### src/mipsCtrlPkg.sv
//======================================================================
// core control encodings: ALU operation and write-back source
//======================================================================
package mipsCtrlPkg;

  localparam int aluOpWidth = 3;
  localparam int wbSrcWidth = 2;

  // ALU function, resolved from opcode and funct
  typedef enum logic [aluOpWidth-1:0] {
    aluAdd,
    aluSub,
    aluAnd,
    aluOr,
    // unsigned compare, 1 or 0
    aluSlt
  } aluOpT;

  // register write data source
  typedef enum logic [wbSrcWidth-1:0] {
    wbAlu,
    wbMem,
    // pc+8 for jal
    wbLink
  } wbSrcT;

endpackage

### src/mipsIsaPkg.sv
//======================================================================
// MIPS subset instruction set: widths, field positions, opcode and
// funct encodings
//======================================================================
package mipsIsaPkg;

  // datapath and storage widths
  localparam int dataWidth     = 32;
  localparam int regAddrWidth  = 5;
  localparam int numRegs       = 1 << regAddrWidth;
  localparam int dmemAddrWidth = 7;
  localparam int immWidth      = 16;
  localparam int targetWidth   = 26;
  localparam int opWidth       = 6;
  localparam int fnWidth       = 6;

  // jal return address goes here
  localparam logic [regAddrWidth-1:0] linkReg = 5'd31;

  //====================================================================
  // instruction field positions
  //====================================================================
  localparam int opMsb = 31;
  localparam int opLsb = 26;
  localparam int rsMsb = 25;
  localparam int rsLsb = 21;
  localparam int rtMsb = 20;
  localparam int rtLsb = 16;
  localparam int rdMsb = 15;
  localparam int rdLsb = 11;
  localparam int fnMsb = 5;
  localparam int fnLsb = 0;

  // primary opcodes
  localparam logic [opWidth-1:0] opR   = 6'b000000;
  localparam logic [opWidth-1:0] opLw  = 6'b100011;
  localparam logic [opWidth-1:0] opSw  = 6'b101011;
  localparam logic [opWidth-1:0] opBeq = 6'b000100;
  localparam logic [opWidth-1:0] opJ   = 6'b000010;
  localparam logic [opWidth-1:0] opJal = 6'b000011;

  // funct field, R-type only
  localparam logic [fnWidth-1:0] fnAdd = 6'b100000;
  localparam logic [fnWidth-1:0] fnSub = 6'b100010;
  localparam logic [fnWidth-1:0] fnAnd = 6'b100100;
  localparam logic [fnWidth-1:0] fnOr  = 6'b100101;
  localparam logic [fnWidth-1:0] fnSlt = 6'b101010;
  localparam logic [fnWidth-1:0] fnJr  = 6'b001000;

endpackage

### src/decodeIf.sv
//======================================================================
// decoded control bundle from the decoder to fetch, execute, regs
//======================================================================
`timescale 1ns/100ps

interface decodeIf
  import mipsIsaPkg::*, mipsCtrlPkg::*;
();

  aluOpT                   aluOp;
  wbSrcT                   wbSrc;
  logic                    aluSrcImm;
  logic                    regWrite;
  logic                    memWrite;
  logic                    branch;
  logic                    jump;
  logic                    jumpReg;
  // already resolved between rd, rt and r31
  logic [regAddrWidth-1:0] destReg;
  logic [immWidth-1:0]     imm16;
  logic [targetWidth-1:0]  target26;

  modport decoder (output aluOp, wbSrc, aluSrcImm, regWrite, memWrite,
                   branch, jump, jumpReg, destReg, imm16, target26);
  modport fetch   (input branch, jump, jumpReg, imm16, target26);
  modport exec    (input aluOp, aluSrcImm, wbSrc, imm16);
  modport regs    (input regWrite, destReg);

endinterface

### src/controlDecoder.sv
//======================================================================
// main control and ALU control decode, destination register select
//======================================================================
`timescale 1ns/100ps

module controlDecoder
  import mipsIsaPkg::*, mipsCtrlPkg::*;
(
  input  logic [dataWidth-1:0] instr,
  decodeIf.decoder             dec
);

  logic [opWidth-1:0]      opcode;
  logic [fnWidth-1:0]      funct;
  logic [regAddrWidth-1:0] rtField;
  logic [regAddrWidth-1:0] rdField;
  logic                    wrReq;
  logic [regAddrWidth-1:0] destSel;

  // instruction fields
  assign opcode       = instr[opMsb:opLsb];
  assign funct        = instr[fnMsb:fnLsb];
  assign rtField      = instr[rtMsb:rtLsb];
  assign rdField      = instr[rdMsb:rdLsb];
  assign dec.imm16    = instr[immWidth-1:0];
  assign dec.target26 = instr[targetWidth-1:0];

  always_comb begin
    // default is no write, no flow change and add for address math
    dec.aluOp     = aluAdd;
    dec.wbSrc     = wbAlu;
    dec.aluSrcImm = 1'b0;
    dec.memWrite  = 1'b0;
    dec.branch    = 1'b0;
    dec.jump      = 1'b0;
    dec.jumpReg   = 1'b0;
    wrReq         = 1'b0;
    destSel       = rdField;
    case (opcode)
      opR: begin
        wrReq = 1'b1;
        case (funct)
          fnAdd: dec.aluOp = aluAdd;
          fnSub: dec.aluOp = aluSub;
          fnAnd: dec.aluOp = aluAnd;
          fnOr:  dec.aluOp = aluOr;
          fnSlt: dec.aluOp = aluSlt;
          // jr takes its target from rs and writes nothing
          fnJr: begin
            wrReq       = 1'b0;
            dec.jumpReg = 1'b1;
          end
          default: wrReq = 1'b0;
        endcase
      end
      opLw: begin
        wrReq         = 1'b1;
        dec.aluSrcImm = 1'b1;
        dec.wbSrc     = wbMem;
        destSel       = rtField;
      end
      opSw: begin
        dec.memWrite  = 1'b1;
        dec.aluSrcImm = 1'b1;
      end
      opBeq: begin
        // compare by subtract, zero flag steers pc
        dec.branch = 1'b1;
        dec.aluOp  = aluSub;
      end
      opJ: dec.jump = 1'b1;
      opJal: begin
        dec.jump  = 1'b1;
        wrReq     = 1'b1;
        dec.wbSrc = wbLink;
        destSel   = linkReg;
      end
      // unknown opcode changes nothing but the pc
      default: ;
    endcase
  end

  // writes aimed at r0 never reach the write port
  assign dec.destReg  = destSel;
  assign dec.regWrite = wrReq && (destSel != '0);

endmodule

### src/executeUnit.sv
//======================================================================
// sign extend, operand select, ALU, zero flag, write-back select
//======================================================================
`timescale 1ns/100ps

module executeUnit
  import mipsIsaPkg::*, mipsCtrlPkg::*;
(
  decodeIf.exec                dec,
  input  logic [dataWidth-1:0] rsData,
  input  logic [dataWidth-1:0] rtData,
  input  logic [dataWidth-1:0] memRdata,
  input  logic [dataWidth-1:0] linkAddr,
  output logic [dataWidth-1:0] aluResult,
  output logic [dataWidth-1:0] wrData,
  output logic                 zero
);

  logic [dataWidth-1:0] immExt;
  logic [dataWidth-1:0] opB;
  logic [dataWidth-1:0] diff;

  // lw/sw offset
  assign immExt = {{(dataWidth-immWidth){dec.imm16[immWidth-1]}}, dec.imm16};
  assign opB    = dec.aluSrcImm ? immExt : rtData;

  // shared by sub and the beq compare
  assign diff = rsData - opB;
  assign zero = (diff == '0);

  //====================================================================
  // ALU
  //====================================================================
  always_comb begin
    case (dec.aluOp)
      aluAdd:  aluResult = rsData + opB;
      aluSub:  aluResult = diff;
      aluAnd:  aluResult = rsData & opB;
      aluOr:   aluResult = rsData | opB;
      // unsigned less-than
      aluSlt:  aluResult = (rsData < opB) ? 32'd1 : 32'd0;
      default: aluResult = '0;
    endcase
  end

  // register write data
  always_comb begin
    case (dec.wbSrc)
      wbAlu:   wrData = aluResult;
      wbMem:   wrData = memRdata;
      wbLink:  wrData = linkAddr;
      default: wrData = aluResult;
    endcase
  end

endmodule

### src/mipsCore.sv
//======================================================================
// single-cycle MIPS subset core, memory and observation ports
//======================================================================
`timescale 1ns/100ps

module mipsCore
  import mipsIsaPkg::*;
(
  input  logic                     clk,
  input  logic                     rst,
  // instruction memory
  output logic [dataWidth-1:0]     instrAddr,
  input  logic [dataWidth-1:0]     instr,
  // data memory, word addressed
  output logic [dmemAddrWidth-1:0] dataAddr,
  output logic [dataWidth-1:0]     dataWdata,
  output logic                     dataWrite,
  input  logic [dataWidth-1:0]     dataRdata,
  // register write port, observation only
  output logic                     regWriteEn,
  output logic [regAddrWidth-1:0]  regWriteAddr,
  output logic [dataWidth-1:0]     regWriteData
);

  logic [regAddrWidth-1:0] rsAddr;
  logic [regAddrWidth-1:0] rtAddr;
  logic [dataWidth-1:0]    rsData;
  logic [dataWidth-1:0]    rtData;
  logic [dataWidth-1:0]    aluResult;
  logic [dataWidth-1:0]    wrData;
  logic [dataWidth-1:0]    linkAddr;
  logic                    zero;

  decodeIf decBus ();

  // source register fields
  assign rsAddr = instr[rsMsb:rsLsb];
  assign rtAddr = instr[rtMsb:rtLsb];

  //====================================================================
  // fetch, decode, register file, execute
  //====================================================================
  controlDecoder decoder_i (.instr(instr), .dec(decBus));

  pcUnit pcUnit_i (
    .clk(clk), .rst(rst), .dec(decBus), .zero(zero),
    .rsData(rsData), .pc(instrAddr), .linkAddr(linkAddr)
  );

  regFile regFile_i (
    .clk(clk), .rst(rst), .dec(decBus), .rsAddr(rsAddr), .rtAddr(rtAddr),
    .wrData(wrData), .rsData(rsData), .rtData(rtData)
  );

  executeUnit execute_i (
    .dec(decBus), .rsData(rsData), .rtData(rtData), .memRdata(dataRdata),
    .linkAddr(linkAddr), .aluResult(aluResult), .wrData(wrData), .zero(zero)
  );

  // byte address to word address
  assign dataAddr     = aluResult[dmemAddrWidth+1:2];
  assign dataWdata    = rtData;
  assign dataWrite    = decBus.memWrite;
  assign regWriteEn   = decBus.regWrite;
  assign regWriteAddr = decBus.destReg;
  assign regWriteData = wrData;

endmodule

### src/pcUnit.sv
//======================================================================
// program counter and next address select
//======================================================================
`timescale 1ns/100ps

module pcUnit
  import mipsIsaPkg::*;
(
  input  logic                 clk,
  input  logic                 rst,
  decodeIf.fetch               dec,
  input  logic                 zero,
  input  logic [dataWidth-1:0] rsData,
  output logic [dataWidth-1:0] pc,
  output logic [dataWidth-1:0] linkAddr
);

  logic [dataWidth-1:0] pcReg;
  logic [dataWidth-1:0] pcPlus4;
  logic [dataWidth-1:0] branchOffset;
  logic [dataWidth-1:0] branchAddr;
  logic [dataWidth-1:0] jumpAddr;

  assign pcPlus4  = pcReg + 32'd4;
  // jal saves pc+8
  assign linkAddr = pcReg + 32'd8;

  // word offset, sign extended then scaled to bytes
  assign branchOffset = {{(dataWidth-immWidth-2){dec.imm16[immWidth-1]}},
                         dec.imm16, 2'b00};
  assign branchAddr   = pcPlus4 + branchOffset;

  // region bits stay from pc+4
  assign jumpAddr = {pcPlus4[dataWidth-1:dataWidth-4], dec.target26, 2'b00};

  //====================================================================
  // pc register, jr over j/jal over taken beq
  //====================================================================
  always_ff @(posedge clk or negedge rst) begin
    if (!rst) begin
      pcReg <= '0;
    end else if (dec.jumpReg) begin
      pcReg <= rsData;
    end else if (dec.jump) begin
      pcReg <= jumpAddr;
    end else if (dec.branch && zero) begin
      pcReg <= branchAddr;
    end else begin
      pcReg <= pcPlus4;
    end
  end

  assign pc = pcReg;

endmodule

### src/regFile.sv
//======================================================================
// 32 x 32 register file, two async reads, one sync write
//======================================================================
`timescale 1ns/100ps

module regFile
  import mipsIsaPkg::*;
(
  input  logic                    clk,
  input  logic                    rst,
  decodeIf.regs                   dec,
  input  logic [regAddrWidth-1:0] rsAddr,
  input  logic [regAddrWidth-1:0] rtAddr,
  input  logic [dataWidth-1:0]    wrData,
  output logic [dataWidth-1:0]    rsData,
  output logic [dataWidth-1:0]    rtData
);

  logic [dataWidth-1:0] regs [numRegs];

  //====================================================================
  // write port and reset clear
  //====================================================================
  always_ff @(posedge clk or negedge rst) begin
    if (!rst) begin
      for (int i = 0; i < numRegs; i++) begin
        regs[i] <= '0;
      end
    end else if (dec.regWrite) begin
      // decoder never raises regWrite for r0
      regs[dec.destReg] <= wrData;
    end
  end

  // r0 reads as zero on both ports
  assign rsData = (rsAddr == '0) ? '0 : regs[rsAddr];
  assign rtData = (rtAddr == '0) ? '0 : regs[rtAddr];

endmodule

### config.mk
export PLATFORM = sky130hd
export DESIGN_NAME = mipsCore
export DESIGN_NICKNAME = d
export VERILOG_FILES = /design/src/mipsCtrlPkg.sv /design/src/mipsIsaPkg.sv /design/src/decodeIf.sv /design/src/controlDecoder.sv /design/src/executeUnit.sv /design/src/mipsCore.sv /design/src/pcUnit.sv /design/src/regFile.sv
export SDC_FILE = /design/constraint.sdc
export NUM_CORES = 2
export LEC_CHECK = 0
export ABC_AREA = 0
export BUFFER_PORTS_ARGS = -buffer_cell sky130_fd_sc_hd__clkbuf_2
export CORE_MARGIN = 1
export CORE_UTILIZATION = 30
export CTS_BUF_LIST = sky130_fd_sc_hd__clkbuf_8
export CTS_CLUSTER_DIAMETER = 60
export DETAILED_ROUTE_END_ITERATION = 10
export PLACE_DENSITY = 0.55
export SYNTH_ARGS = -nofsm -noshare
export SYNTH_HDL_FRONTEND = slang
export SYNTH_HIERARCHICAL = 1
export SYNTH_SLANG_ARGS = --single-unit
### constraint.sdc
create_clock -name clk -period 9.35 [get_ports clk]
set_clock_uncertainty 0.15 [all_clocks]
set_input_delay 1.4025 -clock clk [delete_from_list [all_inputs] [get_ports clk]]
set_output_delay 1.4025 -clock clk [all_outputs]
set_load 0.005 [all_outputs]
==> results.ini <==
[worst_setup_path]
critPathKind=input pin to primary output
reg2reg_depth=22
crit_slowest_cell=a311oi_1
critPathTopFamily=compound AO/OA/AOI/OAI gates
r2r_end=pcUnit_i/pc[25]
cp_data_arrival_time_ps=7570
cp_cell_sequence=buf_6 -> and2b_4 -> buf_4 -> a221oi_1 -> o21ai_1 -> a311oi_1 -> buf_4 -> inv_1 -> ha_1 -> buf_4 -> nand2b_1 -> or3_1 -> nor4_1 -> o211ai_1 -> and2_1 -> o21ai_0 -> a31oi_1 -> o21ai_1 -> o21ai_0 -> a21o_1 -> clkbuf_2
critPathLaunchType=input pin
critPathBufInv=6
critPathMaxFanout=29
max_stage_delay_ps=550
cp_data_required_time_ps=7800
r2r_setup_slack_ps=1880
rr_startpoint=regFile_i/regs[427]
endpoint_kind=primary output
cpMostUsedCell=buf_4

[power]
ir_worst_vdd_mv=0.109
powerDensity_nw_per_um2=171
p_leak_nw=34.0
p_total_mw=12.8

[global_routing]
grt_max_degree=158
grt_pass1_wl_mm=375
grt_pass1_vias=49799
grt_usage_pct=23.1
overflow=0
antenna_found_initial=6

[routing]
drc=0
via_per_inst=5.84
detail-route-antenna-nets=0
totalWireLength_mm=262
via_count=49682
wl_per_cell_um=30.8
drtIter0Drc=5242
drt-pass1-iter-count=6

[die]
die_width_um=473
design.portCount=176
fp-row-count=172
die_h_um=473
dieArea_um2=223000
core_um2=220000
initial_utilization_pct=30.2

[placed_design]
hpwl_mm=175
portBuffers=175
place.gp.congestion=0.954
placed_area_um2=71100

[min_path]
min_path_type=input pin to asynchronous set/reset pin

[clock_tree]
cts_setup_buffers=0
cts_root_buf=clkbuf_8
clk_latency_ps=930
cts_hold_buf=0
clock_path_buffers=3
clk_pin_slew_worst_paths_ps=60
cts_tree=built
htreeDepth=4
cts_num_sinks=1056
cts_buffers=187

[logic_synthesis]
yosysWarningCount=6
synth_cells=5274
synth_area_um2=66400
avgSynthCellArea_um2=12.6
synth_fp_nets=5480

[sta]
tightest_slew_ps=1350
slew_headroom_pct=9.48
grt_setup_unrepaired=false
whs_ps=352
fmax_mhz=110
setup_tns_ps=0
hold_viol_final=0
drv_slew=0
min_period_ps=9130
period_share_pct=97.6
setup_violations=0

[final_layout]
final_area_um2=75000
final_util_pct=34.1
drive_gt1_share_pct=42.6
final_nets=5597
syn_to_final_growth_pct=13.0
fillCellCount=21679

[run]
cap_viol_max_count=0

[run_status]
status=finished clean

cell usage in the layout, fill, tap and decap left out, types with 30 or more instances in the layout:
cell and instances:
dfrtp_1 1056, mux2_2 1050, mux4_2 449, buf_4 259, clkbuf_8 249, inv_1 189
nand2_1 176, clkbuf_2 168, mux2i_1 164, nor2_1 151, a21oi_1 144, ha_1 136
o21ai_0 107, o21ai_1 98, a211oi_1 97, a22oi_1 93, xnor2_1 87, nor2b_1 82
a221oi_1 62, a311oi_1 58, mux2_1 42, a21o_1 40, nand3_1 38, nand4_1 36
buf_12 35, nor3_1 32, xor2_1 30
per-stage QoR:
stage          setup slack [ps]  std cells
2_1_floorplan              1930       5274
4_1_cts                    90.0       8501
3_5_place_dp               4.71       8160
5_1_grt                    27.7       8503
3_3_place_gp               35.4       8160
6_report                    225       8507
area by class of cell:
type	count	area, um^2	share of cell area [%]
Antenna cell	6	15.0	0.0200
Timing Repair Buffer	469	3580	4.78
Multi-Input combinational cell	3547	36900	49.2
Sequential cell	1056	26400	35.2
Inverter	130	493	0.657
Clock inverter	92	465	0.620
Clock buffer	249	3430	4.57
Tap cell	2958	3700	4.93
worst max path at each step:
stage | start | endpoint | cells after the start | slack (ps)
after floorplan | instr[21] | pcUnit_i/pc[29] | 26 | 1930
after global placement | instr[21] | regWriteData[0] | 21 | 40
after detailed placement | instr[21] | regWriteData[0] | 21 | 5
after CTS | instr[17] | regWriteData[20] | 21 | 90
after global routing | instr[21] | regWriteData[0] | 21 | 30
final | instr[21] | regWriteData[0] | 21 | 220
flip-flops by register name, indices dropped and copies added (netlist names):
register,count
pcUnit_i/pc,32
regFile_i/regs,1024
worst reg2reg max path, stage by stage, from the launching register on:
cell	delay (ps)
dfrtp_1	380
mux2i_1	90
a221oi_1	320
o21ai_1	110
a311oi_1	1000
mux2i_1	340
ha_1	540
nor2_1	160
a2111oi_2	510
o311ai_0	230
o21ai_1	480
o21ai_1	160
buf_4	180
a21o_1	200
mux2_2	270
or3_1	340
nor4_2	640
buf_4	230
nand2_1	90
buf_4	170
nand2_1	240
o22ai_1	140
o31ai_1	370
report_power, final:
| part | switching (mW) | internal [mW] |
|---|---|---|
| sequential | 0.253 | 4.79 |
| combinational | 2.12 | 1.19 |
| clock | 2.05 | 2.40 |
| total | 4.43 | 8.38 |
routing by layer:
metal | vias to the layer above | routed length [um] | part of all wire [%] | global-route usage [%]
li1 | 20392 | - | - | -
met1 | 26432 | 107000 | 41 | 30.2
met2 | 2289 | 121000 | 46 | 36.5
met3 | 563 | 20900 | 8.0 | 4.86
met4 | 6 | 13000 | 4.9 | 10.8
met5 | - | 41 | 0.016 | 0
timing repair:
item	in CTS	in global routing
gates resized for setup	1	4
hold endpoints to repair	0	0
setup endpoints to repair	1	1
Power figures use the tool's default switching activity.
